**src/tf_pkg.sv**
```systemverilog
package tf_pkg;

    localparam int D_WIDTH    = 16;
    localparam int LANES      = 4;
    localparam int RADIX_BITS = 4;
    localparam int ROM_DEPTH  = 16;
    localparam int EXP_BITS   = 12;

    typedef logic [RADIX_BITS-1:0] digit_t;
    typedef logic [D_WIDTH-1:0]    word_t;
    typedef word_t [LANES-1:0]     lane_vec_t;

    // k = j*256 + t*16 + i
    typedef struct packed {
        digit_t j;
        digit_t t;
        digit_t i;
    } tf_index_t;

    typedef struct packed {
        tf_index_t index;
        lane_vec_t data;
    } tf_req_t;

    function automatic word_t mod_mul(word_t a, word_t b, word_t modulus);
        logic [2*D_WIDTH-1:0] prod;
        prod = a * b;
        return word_t'(prod % modulus);
    endfunction

    // square and multiply over the exponent bits
    function automatic word_t mod_pow(word_t base, logic [EXP_BITS-1:0] exp,
                                      word_t modulus);
        word_t result;
        word_t sq;
        result = word_t'(1 % modulus);
        sq     = word_t'(base % modulus);
        for (int n = 0; n < EXP_BITS; n++) begin
            if (exp[n]) begin
                result = mod_mul(result, sq, modulus);
            end
            sq = mod_mul(sq, sq, modulus);
        end
        return result;
    endfunction

endpackage

```
**src/tf_addr_gen.sv**
```systemverilog
module tf_addr_gen
    import tf_pkg::*;
(
    input  logic      clk,
    input  logic      rst_n,
    input  logic      accept,
    input  tf_index_t index_in,
    output tf_index_t index_out
);

    tf_index_t index_q;

    // address stage in front of the three ROM banks
    always_ff @(posedge clk or negedge rst_n) begin
        if (!rst_n) begin
            index_q <= '0;
        end else if (accept) begin
            index_q <= index_in;
        end
    end

    assign index_out = index_q;

endmodule

```
**config.mk**
```make
export PLATFORM = sky130hd
export DESIGN_NAME = tf_addr_gen
export DESIGN_NICKNAME = d
export VERILOG_FILES = /design/src/tf_pkg.sv /design/src/tf_addr_gen.sv
export SDC_FILE = /design/constraint.sdc
export NUM_CORES = 1
export LEC_CHECK = 0
export ABC_AREA = 0
export BUFFER_PORTS_ARGS = -buffer_cell sky130_fd_sc_hd__buf_2
export CORE_AREA = 3 3 40 42
export CTS_BUF_LIST = sky130_fd_sc_hd__clkbuf_16
export DETAILED_ROUTE_END_ITERATION = 8
export DIE_AREA = 0 0 43 45
export GPL_TIMING_DRIVEN = 0
export PLACE_DENSITY = 0.77
export SYNTH_ARGS = -nofsm -noshare
export SYNTH_HDL_FRONTEND = slang
export SYNTH_SLANG_ARGS = --single-unit
```
**constraint.sdc**
```tcl
create_clock -name clk -period 1.8 [get_ports clk]
set_input_delay 0.36 -clock clk [delete_from_list [all_inputs] [get_ports clk]]
set_output_delay 0.36 -clock clk [all_outputs]
set_load 0.05 [all_outputs]
```
==> qor.csv <==
metric,value,unit
status,"complete, but fails checks",
failing checks,hold timing,
synth top area cells,"dfrtp_1 62%, mux2_4 31%, mux2_2 4.7%",
I/O Pins,27,
WP buf/inv,1,
Worst Tran Pin Value,259,ps
Final Hold Fails,12,
worst reg-to-reg setup slack,1020,ps
Setup Buffers After CTS,0,
r2r worst-path depth,1,
Net Sw Frac,27.4,%
number of flops mapped to enable cells by yosys,0,
Synth Area in Compound Gates,0,%
CTS Buffer Depth,2,
Initial Util,37.7,%
die area,1940,um2
vias in the first global route,357,
CTS hold repair buffers,0,
Via density,4.57,
"Largest delay share family, worst path",flip-flops,
CTS sink cnt,12,
Syn Inst Count,25,
"FFs w/ async S/R, synth",100,%
largest net degree at the start of global routing,13,
Hold WC Path Type,in -> async,
# setup viols final,0,
Clock transition at path regs,40,ps
WP data arrival,860,ps
first-pass GRT wire length,1.57,mm
Clk network pwr share,43.4,%
critical path's largest stage delay,360,ps
"Req. time, crit path",1440,ps
Yosys top cell by area,dfrtp_1,
"Slew Viols, Final",0,
clock skew,0,ps
Layout area overhead,47.0,%
Final ANT Viol Nets,0,
total routed wirelength,1.01,mm
Peak supply drop,0.000556,V
Seq cells post-synth,12,
Synth Warn #,0,
WL per Instance,14.4,um
slowest CP cell,dfrtp_1,
routed vias,320,
largest family of logic cells by synthesized area,multiplexers,
highest clock rate,0.820,GHz
RSZ-0062 raised after global routing,false,
crit end category,primary output,
Num CTS Buffers,3,
Pint,657,uW
"Cell Area, Synth",484,um2
total track usage,11.7,%
GP Congestion,0.629,
drc violations,0,
Die H,45,um
initial drt markers,2,
sequential power share,34.4,%
Synthesized Nets,40,
final worst path period share,67.8,%
post-synth top area share,62.0,%
Post-Synth XOR/XNOR Area,0,%
Root Buffer,clkbuf_16,
adder-cell share of the synthesized area,0,%
Final nets,71,
Post-synth top cells,"12 x dfrtp_1, 10 x mux2_4, 2 x mux2_2",
crit path launch type,register,
max FFs per register,12,
CTS tree,built,
Skew-Pair Late Insertion Delay,230,ps
Rel. slew slack,82.7,%
mux cell area share after synthesis,35.7,%
Comb pwr share,22.2,%
worst hold slack,-6.93,ps
maximum fanout along the worst path,2,
P_leak,0.000377,uW
antenna violations before repair,0,
share of cells above drive strength 1,76.4,%
H-tree depth,1,
fin crit period,1220,ps
critical-path cell list,buf_2,
most common cell in the netlist,dfrtp_1,
ANT cells,0,
Syn Area/Cell,19.4,um2
Switch Pwr,249,uW
ys flop type,dfrtp_1,
max-cap violations,0,
# resized after CTS,0,
core area,1280,um2
Design Power,906,uW
CP Depth,1,
Synth cell types,4,
Buffers on Ports,26,
critical path class,reg -> out,
PwrDens,1270,nW/um2
row count,13,
chip width,43,um
"Seq/Total Area, Yosys",62.0,%
GRT overflow,0,
DR pass1 iterations,2,
Sum Neg Setup Slack,0,ps
Synth Area in Simple Gates,0,%
[routing by layer]
layer / share of wire, % / up-vias / GRT usage [%]
met5: 0 / - / 0
met4: 0 / 0 / 5.42
met3: 6.9 / 0 / 3.59
met2: 57 / 12 / 22.2
met1: 36 / 162 / 11.6
li1: - / 146 / -
[cell usage in the layout, fill, tap and decap left out, drive strengths merged]
master	Yosys	final
buf	1	27
dfrtp	12	12
mux2	12	12
clkbuf	0	3
clkinv	0	1
[final timing paths]
path,start,endpoint
worst max-delay path,index_out[1],index_out[1]
worst min-delay path,rst_n,index_out[3]
worst max register to register,index_out[1],index_out[1]
worst min register to register,index_out[11],index_out[11]
max in group asynchronous,rst_n,index_out[0]
min in group clk,index_in[3],index_out[3]
[cell families (layout without fill, tap and decap cells)]
logic type / Yosys count / count (layout)
flip-flops: 12 / 12
buffers and inverters: 1 / 31
multiplexers: 12 / 12
[power by group through the flow]
stage          Combinational [uW]  Sequential (uW)  Clock, uW
4_1_cts                       204              312        401
6_report                      201              312        393
3_5_place_dp                  203              316          0
3_3_place_gp                  199              313          0
2_1_floorplan                48.5              412          0
5_1_grt                       210              315        418
[final cells by class]
cell class,instances,area (um2)
flip-flops and latches,12,300
well taps,15,18.8
clock buffers,3,75.1
plain buffers,1,11.3
clock inverters,1,3.75
repair buffers,26,130
fillers,120,573
multi-input cells,12,173
[per-stage QoR]
stage | cell area, um2 | util [%] | hold WS [ps] | worst slack [ps] | cells
finish | 712 | 55.4 | -6.93 | 580 | 70
floorplan | 484 | - | 64.4 | 806 | 25
CTS | 712 | 55.4 | 0.775 | 560 | 70
detailed placement | 633 | 49.3 | 251 | 688 | 66
global route | 712 | 55.4 | 13.6 | 543 | 70
global placement | 633 | 49.3 | 246 | 707 | 66
(Power assumes the default switching activity.)
