===== src/tf_pkg.sv =====
package tf_pkg;

    localparam int D_WIDTH    = 16;
    localparam int LANES      = 4;
    localparam int RADIX_BITS = 4;
    localparam int ROM_DEPTH  = 16;
    localparam int EXP_BITS   = 12;

    typedef logic [RADIX_BITS-1:0] digit_t;
    typedef logic [D_WIDTH-1:0]    word_t;
    typedef word_t [LANES-1:0]     lane_vec_t;

    // k = j*256 + t*16 + i
    typedef struct packed {
        digit_t j;
        digit_t t;
        digit_t i;
    } tf_index_t;

    typedef struct packed {
        tf_index_t index;
        lane_vec_t data;
    } tf_req_t;

    function automatic word_t mod_mul(word_t a, word_t b, word_t modulus);
        logic [2*D_WIDTH-1:0] prod;
        prod = a * b;
        return word_t'(prod % modulus);
    endfunction

    // square and multiply over the exponent bits
    function automatic word_t mod_pow(word_t base, logic [EXP_BITS-1:0] exp,
                                      word_t modulus);
        word_t result;
        word_t sq;
        result = word_t'(1 % modulus);
        sq     = word_t'(base % modulus);
        for (int n = 0; n < EXP_BITS; n++) begin
            if (exp[n]) begin
                result = mod_mul(result, sq, modulus);
            end
            sq = mod_mul(sq, sq, modulus);
        end
        return result;
    endfunction

endpackage


===== src/tf_data_align.sv =====
module tf_data_align
    import tf_pkg::*;
(
    input  logic      clk,
    input  logic      rst_n,
    input  logic      in_valid,
    input  lane_vec_t data_in,
    input  logic      out_ready,
    output logic      advance,
    output logic      accept,
    output lane_vec_t data_out,
    output logic      out_valid
);

    localparam int VALID_DEPTH = 5;
    localparam int DATA_DEPTH  = 4;

    logic [VALID_DEPTH-1:0] valid_q;
    lane_vec_t              data_q [DATA_DEPTH];

    // whole pipeline moves unless a result is waiting on out_ready
    assign advance   = !valid_q[VALID_DEPTH-1] || out_ready;
    assign accept    = in_valid && advance;
    assign out_valid = valid_q[VALID_DEPTH-1];
    assign data_out  = data_q[DATA_DEPTH-1];

    always_ff @(posedge clk or negedge rst_n) begin
        if (!rst_n) begin
            valid_q <= '0;
            for (int s = 0; s < DATA_DEPTH; s++) begin
                data_q[s] <= '0;
            end
        end else if (advance) begin
            valid_q <= {valid_q[VALID_DEPTH-2:0], accept};
            // data meets its twiddle at the lane multiplier
            data_q[0] <= data_in;
            for (int s = 1; s < DATA_DEPTH; s++) begin
                data_q[s] <= data_q[s-1];
            end
        end
    end

endmodule


===== config.mk =====
export PLATFORM = sky130hd
export DESIGN_NAME = tf_data_align
export DESIGN_NICKNAME = d
export VERILOG_FILES = /design/src/tf_pkg.sv /design/src/tf_data_align.sv
export SDC_FILE = /design/constraint.sdc
export NUM_CORES = 1
export LEC_CHECK = 0
export ABC_CLOCK_PERIOD_IN_PS = 1900
export BUFFER_PORTS_ARGS = -buffer_cell sky130_fd_sc_hd__buf_4
export CORE_ASPECT_RATIO = 1.25
export CORE_MARGIN = 2
export CORE_UTILIZATION = 39
export CTS_BUF_LIST = sky130_fd_sc_hd__clkbuf_8 sky130_fd_sc_hd__clkbuf_16
export CTS_CLUSTER_SIZE = 28
export DETAILED_ROUTE_END_ITERATION = 16
export PLACE_DENSITY_LB_ADDON = 0.05
export SYNTH_ARGS = -nofsm -noshare
export SYNTH_HDL_FRONTEND = slang
export SYNTH_SLANG_ARGS = --single-unit

===== constraint.sdc =====
create_clock -name clk -period 1.9 [get_ports clk]
set_input_delay 0.095 -clock clk [delete_from_list [all_inputs] [get_ports clk]]
set_output_delay 0.095 -clock clk [all_outputs]
set_load 0.02 [all_outputs]

==> metrics.md <==
| Metric | Value |
|---|---|
| Status | `finished, final reports clean` |
| Hold-fix buffers, CTS | `66` |
| Total of max-cap violations | `0` |
| Synth area leader | `dfrtp_1` |
| HPWL Detailed | `~11 mm` |
| Min Clock Period, post-route | `1640 ps` |
| Pre-CTS setup slack | `339 ps` |
| Clock transition at the registers of the reported paths | `60 ps` |
| Hold/Removal Path Class | `in2async` |
| Pin count of the biggest net entering global routing | `57` |
| Final Cell Area | `~0.013 mm^2` |
| Flops & latches, synth | `261` |
| Worst-Margin Slew | `about 460 ps` |
| Drc violations | `0` |
| Avg Cell Area, Syn | `16.7 um^2` |
| Post-CTS Setup Repair Bufs | `0` |
| Remaining Overflow, GRT | `0` |
| 1st-iter DRT viols | `around 120` |
| Clock buffer depth | `3` |
| Placed Area | `0.0113 mm^2` |
| Setup Skew | `7.64 ps` |
| Clock sink count | `261` |
| Max Fclk | `between 600 and 700 MHz` |
| Core area | `roughly 0.026 mm^2` |
| Final core utilization | `49.1%` |
| First-pass GRT wire length | `roughly 29 mm` |
| Area Growth Syn to Fin | `23.9%` |
| Min setup slack post-route | `256 ps` |
| Post-Place Cells | `1016` |
| # setup viols final | `0` |
| Post-synthesis cell area | `~0.010 mm^2` |
| Total GRT Usage | `roughly an eighth` |
| Most frequent cells in the layout | `dfrtp_1, mux2_2, buf_4` |
| Critical path startpoint category | `flip-flop` |
| Post-Syn Nets | `686` |
| Vias per cell | `roughly 4.6` |
| Post-DRT Antenna Nets | `0` |
| Routed WL | `17.4 mm` |
| Final non-filler cell total | `1128` |
| Nets@finish | `838` |
| Pleak | `5.69 nW` |
| I/O pin count | `135` |
| Total power | `about 21 mW` |
| Hold Vio Cnt, Final | `0` |
| Layout cells sized above 1 | `about 57%` |
| Yosys Warn Count | `0` |
| CTS resizes | `0` |
| Die W | `roughly 150 um` |
| Total number of vias | `5203` |
| Port bufs | `134` |
| Power density cells | `1610 mW/mm^2` |
| Unique masters post-synth | `10` |
| Filler cell count | `2308` |
| Critical path class | `reg2out` |
| Root Driver | `clkbuf_16` |
| Synth Instances | `618` |
| CTS Buf Count | `26` |
| Slew Limit Fails | `0` |
| # rows | `66` |
| Setup_tns | `0 ps` |
| Worst-skew pair later-pin latency | `510 ps` |
| Maximum vdd ir drop | `0.904 mV` |
| Die Y | `186 um` |
| Worst Setup End Kind | `output port` |
| Commonest non-fill, non-tap cell in the layout | `dfrtp_1` |
| Placer Congestion | `slightly below 0.7` |
| Initial Utilization | `slightly below 40%` |
| Worst hold slack | `107 ps` |
| CP Max Fanout | `15` |
| Ant diodes | `0` |
| Largest cells by area after synthesis | `dfrtp_1, mux2_2, buf_4` |
| Arrival time at the worst endpoint | `roughly 1600 ps` |
| Seq/Total Area, Yosys | `63.1%` |
| CTS tree | `yes` |
| Iteration count of the initial detailed-routing pass | `4` |
| RSZ-0062 raised after global routing | `no` |
| DR WL/cell | `15.4 um` |
| Worst EP required | `1800 ps` |
| H-tree Lvls | `1` |
| Slew HR | `69.3%` |
| Vias in the first global route | `5691` |
| Die area | `0.0279 mm^2` |
| Fin crit share | `between 80% and 90%` |
| Initial antenna violation count | `0` |
| Synth top area share | `63.1%` |
cells in the mapped netlist, drive strengths merged:
library cell / count
and2: 1
buf: 93
dfrtp: 261
inv: 1
mux2: 260
nand2b: 1
nor2b: 1
cells by family (layout without fill, tap and decap cells):
kind of cell	after synthesis	after routing	share of synthesized area (%)
buffers and inverters	94	264	7.38
muxes	260	260	29.3
and+or+nand+nor	3	3	0.206
DFF	261	261	63.1
final timing paths:
check                                           endpoint                     from  slack, ps  depth (start not counted)
min in group clk                  valid_q[0]$_DFFE_PN0P_                out_ready        160                          4
max in group asynchronous       data_out[43]$_DFFE_PN0P_                    rst_n       1100                          3
worst max register to register  data_out[18]$_DFFE_PN0P_   valid_q[4]$_DFFE_PN0P_        350                          4
worst max-delay path                              accept   valid_q[4]$_DFFE_PN0P_        260                          4
worst min-delay path            data_out[16]$_DFFE_PN0P_                    rst_n        110                          2
worst min register to register    data_q[73]$_DFFE_PN0P_  data_q[137]$_DFFE_PN0P_        500                          1
report_power, final:
| part | internal [mW] | switching, mW |
|---|---|---|
| Combinational | 3.83 | 2.66 |
| Clock | 2.91 | 2.00 |
| Sequential | 7.99 | 1.21 |
flip-flops by register name, indices dropped and copies added, names as in the netlist:
| name | cells |
|---|---|
| data_out | 64 |
| valid_q | 5 |
| data_q | 192 |
critical path, stage by stage (launching register included):
cell,delay (ps)
dfrtp_1,380
nor2b_4,150
inv_4,210
and2_1,170
buf_4,130
area by class of cell:
type                    count  area, um^2  share of cell area (%)
well taps                 340         425                    3.32
multi-input cells         263        3060                    23.8
clock buffers              36         800                    6.24
inverters                   1        6.26                  0.0488
flip-flops and latches    261        6530                    51.0
clock inverters            10        45.0                   0.351
repair buffers            217        1950                    15.2
routing by layer:
layer  global-route usage, %  share of wire [%]
met4                    3.32                1.4
met2                    22.4                 51
met3                    2.77                5.2
met5                       0                  0
met1                    15.8                 42
Note: power is estimated with default switching activity, not from simulation.
