$ cat src/tf_pkg.sv
package tf_pkg;

    localparam int D_WIDTH    = 16;
    localparam int LANES      = 4;
    localparam int RADIX_BITS = 4;
    localparam int ROM_DEPTH  = 16;
    localparam int EXP_BITS   = 12;

    typedef logic [RADIX_BITS-1:0] digit_t;
    typedef logic [D_WIDTH-1:0]    word_t;
    typedef word_t [LANES-1:0]     lane_vec_t;

    // k = j*256 + t*16 + i
    typedef struct packed {
        digit_t j;
        digit_t t;
        digit_t i;
    } tf_index_t;

    typedef struct packed {
        tf_index_t index;
        lane_vec_t data;
    } tf_req_t;

    function automatic word_t mod_mul(word_t a, word_t b, word_t modulus);
        logic [2*D_WIDTH-1:0] prod;
        prod = a * b;
        return word_t'(prod % modulus);
    endfunction

    // square and multiply over the exponent bits
    function automatic word_t mod_pow(word_t base, logic [EXP_BITS-1:0] exp,
                                      word_t modulus);
        word_t result;
        word_t sq;
        result = word_t'(1 % modulus);
        sq     = word_t'(base % modulus);
        for (int n = 0; n < EXP_BITS; n++) begin
            if (exp[n]) begin
                result = mod_mul(result, sq, modulus);
            end
            sq = mod_mul(sq, sq, modulus);
        end
        return result;
    endfunction

endpackage

$ cat src/tf_rom_bank.sv
module tf_rom_bank
    import tf_pkg::*;
#(
    parameter word_t MODULUS   = 16'd12289,
    parameter word_t ROOT      = 16'd1331,
    parameter int    DIGIT_POS = 0
) (
    input  logic      clk,
    input  logic      rst_n,
    input  logic      advance,
    input  digit_t    addr,
    output lane_vec_t tf
);

    typedef logic [ROM_DEPTH-1:0][D_WIDTH-1:0] table_t;

    // entry d of lane b holds ROOT^(b*d*16^DIGIT_POS mod 4096)
    function automatic table_t build_table(int lane);
        table_t tbl;
        int     e;
        for (int d = 0; d < ROM_DEPTH; d++) begin
            e      = (lane * d * (1 << (RADIX_BITS * DIGIT_POS))) % (1 << EXP_BITS);
            tbl[d] = mod_pow(ROOT, EXP_BITS'(e), MODULUS);
        end
        return tbl;
    endfunction

    lane_vec_t tf_q;

    for (genvar b = 0; b < LANES; b++) begin : g_lane
        localparam table_t TABLE = build_table(b);

        always_ff @(posedge clk or negedge rst_n) begin
            if (!rst_n) begin
                tf_q[b] <= '0;
            end else if (advance) begin
                tf_q[b] <= TABLE[addr];
            end
        end
    end

    assign tf = tf_q;

endmodule

$ cat config.mk
export PLATFORM = sky130hd
export DESIGN_NAME = tf_rom_bank
export DESIGN_NICKNAME = d
export VERILOG_FILES = /design/src/tf_pkg.sv /design/src/tf_rom_bank.sv
export SDC_FILE = /design/constraint.sdc
export NUM_CORES = 1
export LEC_CHECK = 0
export BUFFER_PORTS_ARGS = -buffer_cell sky130_fd_sc_hd__clkbuf_2
export CORE_UTILIZATION = 45
export DETAILED_ROUTE_END_ITERATION = 12
export PLACE_DENSITY = 0.79
export SETUP_SLACK_MARGIN = 0.1
export SYNTH_ARGS = -nofsm -noshare
export SYNTH_HDL_FRONTEND = slang
export SYNTH_SLANG_ARGS = --single-unit
export TNS_END_PERCENT = 30
$ cat constraint.sdc
create_clock -name clk -period 0.84 [get_ports clk]
set_input_delay 0.084 -clock clk [delete_from_list [all_inputs] [get_ports clk]]
set_output_delay 0.084 -clock clk [all_outputs]
set_load 0.02 [all_outputs]
==> results.cfg <==
[clock_network]
cts.sinks = 43
clockBufferDepth = 2
cts_made_buffers = 5
cts_tree = yes
clk_latency_ns = 0.30
cts_max_level = 2
cts.clk_slew.worst_paths_ns = 0.09
ctsRootBufferMaster = clkbuf_8

[global_routing]
grt_use_met2 = 0.383
grt.met1_usage = 0.331
antenna_found_initial = 0
overflow = 0
grt_pass1_wl_mm = 11.8
grt_pass1_vias = 2373
grt_use_total = 0.242
grt_max_degree = 44
top_usage_layer = met2
grt_use_met3 = 0.0534

[worst_setup_path]
worstSetupPathType = flip-flop to primary output
crit_fanout = 2
critPathLaunchType = flip-flop
crit_family = flip-flops
path_cells = buf_6
slowest_stage = dfrtp_1
crit_path_end_kind = primary output
worstPathArrival_ns = 0.87
cp.buffers_inverters = 1
worst-endpoint-required_ns = 0.76
r2r-start = tf[39]$_DFFE_PN0P_
worstSetupStartpoint = tf[57]$_DFFE_PN0P_
max_stage_delay_ns = 0.43

[logic_synthesis]
ys_warn_count = 0
synth-xor-area-share = 0
synth_edf_count = 0
syn_inst = 297
synth_compound_area_frac = 0.191
synth_top_family_by_area = compound AO/OA/AOI/OAI gates
post-synth-top-area-cell = dfrtp_1
synthFlopType = dfrtp_1
yosysUniqueCellTypes = 51
muxShareOfSynthArea = 0.0507
async_flop_share = 1.00
synth_area_um2 = 2760
synth.top_cell.area_share = 0.389
synth_most_common_cell = dfrtp_1
synth_common_cells = 43 x dfrtp_1, 31 x nor2_1, 27 x buf_4
synth_area_per_cell_um2 = 9.30
ys_seq_area_frac = 0.389
synth_adder_area_share = 0.0725
synthSimpleGateAreaFrac = 0.155
yosys-top-cells-area = dfrtp_1 39%, buf_4 7.3%, ha_1 7.2%
synth_seq_cells = 43

[sta]
skew_ns = 0
fmax_ghz = 1.04
finalCritPeriodShare = 1.14
rsz0062_at_grt = yes
layout_min_cycle_time_ns = 0.959
report.final.slew_viol_count = 0
whs_ns = 0.190
hold_viol_final = 0
setup_viol = 71
layout_setup_ws_ns = -0.119

[detailed_routing]
drtIter0Drc = 125
via_count = 2523
avgRoutedWirePerCell_um = 16.5
route.detailed.drc = 0
drt_wl_total_mm = 7.86
vias_per_cell = 5.29
antenna_left = 0
first_pass_iters = 4

[floorplan]
die_h_um = 80.4
die_w_um = 80.4
rows = 28
initial_core_util = 0.467
ioPinCount = 71
core_um2 = 5920
die_area_um2 = 6460

[cells_and_area]
final_nets = 424
register_area_um2 = 1080
layout.cells.non_filler = 477
antennaDiodeCount = 0
multiInputGateArea_um2 = 1650
fillers = 431
fin_area_um2 = 4020
drive_gt1_frac = 0.465
largest_register_ffs = 43
syn2layout_area_growth_pct = 45.3

[place]
place_congestion = 0.889
placed_area_um2 = 3350
dp_hpwl_mm = 5.02
dpl.cell_count = 452
portBuffers = 49

[run_status]
violations = negative setup slack
status = finished with violations

[pwr]
leakagePower_nw = 1.86
vdd_drop_max_mv = 0.842
power_density_nw_per_um2 = 1500

[worst_hold_path]
holdCritStartpoint = advance
hp-class = input port to flip-flop

[flow_run]
maxCapViolations = 0
[where the power goes]
| group | switching (mW) | internal, mW | leakage (nW) |
|---|---|---|---|
| sequential | 0.156 | 2.30 | 0.500 |
| clock | 0.760 | 0.580 | 0.0402 |
| combinational | 1.20 | 1.01 | 1.32 |
[metrics by stage]
stage | power [mW] | setup WS [ns] | util | TNS, ns
2_1_floorplan | 3.64 | -0.245 | - | -5.20
3_3_place_gp | 4.19 | -0.490 | 0.566 | -16.43
3_5_place_dp | 4.22 | -0.526 | 0.566 | -16.77
4_1_cts | 5.75 | -0.124 | 0.635 | -5.06
5_1_grt | 6.29 | -0.159 | 0.678 | -7.74
6_report | 6.01 | -0.119 | 0.678 | -5.46
[cells by family (layout without fill, tap and decap cells)]
family,Yosys count,count (layout)
simple gates,86,86
buf+inv,61,146
mux,13,13
other cells,1,21
compound gates,77,77
fa+ha+maj,16,16
flops,43,43
[final timing paths]
| path | endpoint | slack, ns | cells after the start |
|---|---|---|---|
| setup / recovery | tf[57] | -0.12 | 1 |
| hold / removal | tf[34]$_DFFE_PN0P_ | 0.19 | 3 |
| setup reg to reg | tf[39]$_DFFE_PN0P_ | -0.04 | 3 |
| hold reg to reg | tf[0]$_DFFE_PN0P_ | 0.47 | 1 |
| max in group asynchronous | tf[40]$_DFFE_PN0P_ | 0.34 | 3 |
| min in group asynchronous | tf[27]$_DFFE_PN0P_ | 0.29 | 3 |
[layout by cell type, fill, tap and decap left out, types with 7 or more instances in the layout]
cell type,count
nand2_1,15
nor2_1,29
buf_4,59
o21ai_1,9
dfrtp_1,43
buf_2,20
buf_6,23
a21oi_1,13
nor2b_1,7
a31oi_1,8
ha_4,9
clkbuf_2,8
mux2i_1,7
inv_1,13
clkbuf_8,7
nand3_1,7
conb_1,21
[what timing repair did]
action,CTS,global route
hold buffers,1,0
setup endpoints to repair,86,85
hold endpoints to repair,43,0
pin swaps,24,17
buffers inserted,7,9
resized for setup,53,87
[layer usage]
metal | up-vias | share of wire | wire (um)
li1 | 1194 | - | -
met2 | 102 | 0.48 | 3770
met4 | 0 | 0.013 | 106
met5 | - | 0 | 0
met1 | 1211 | 0.45 | 3570
met3 | 16 | 0.053 | 418
[worst reg2reg max path, cell delays in order (launching register included)]
cell     delay [ns]
dfrtp_1        0.41
nor2_1         0.11
a21oi_1        0.05
a41o_1         0.21
[area by class of cell]
class,count,area share
flip-flops and latches,43,0.268
repair buffers,121,0.257
clock inverters,3,0.00499
clock buffers,5,0.0171
inverters,17,0.0187
multi-input cells,213,0.411
well taps,75,0.0234
Note: power is estimated with default switching activity, not from simulation.
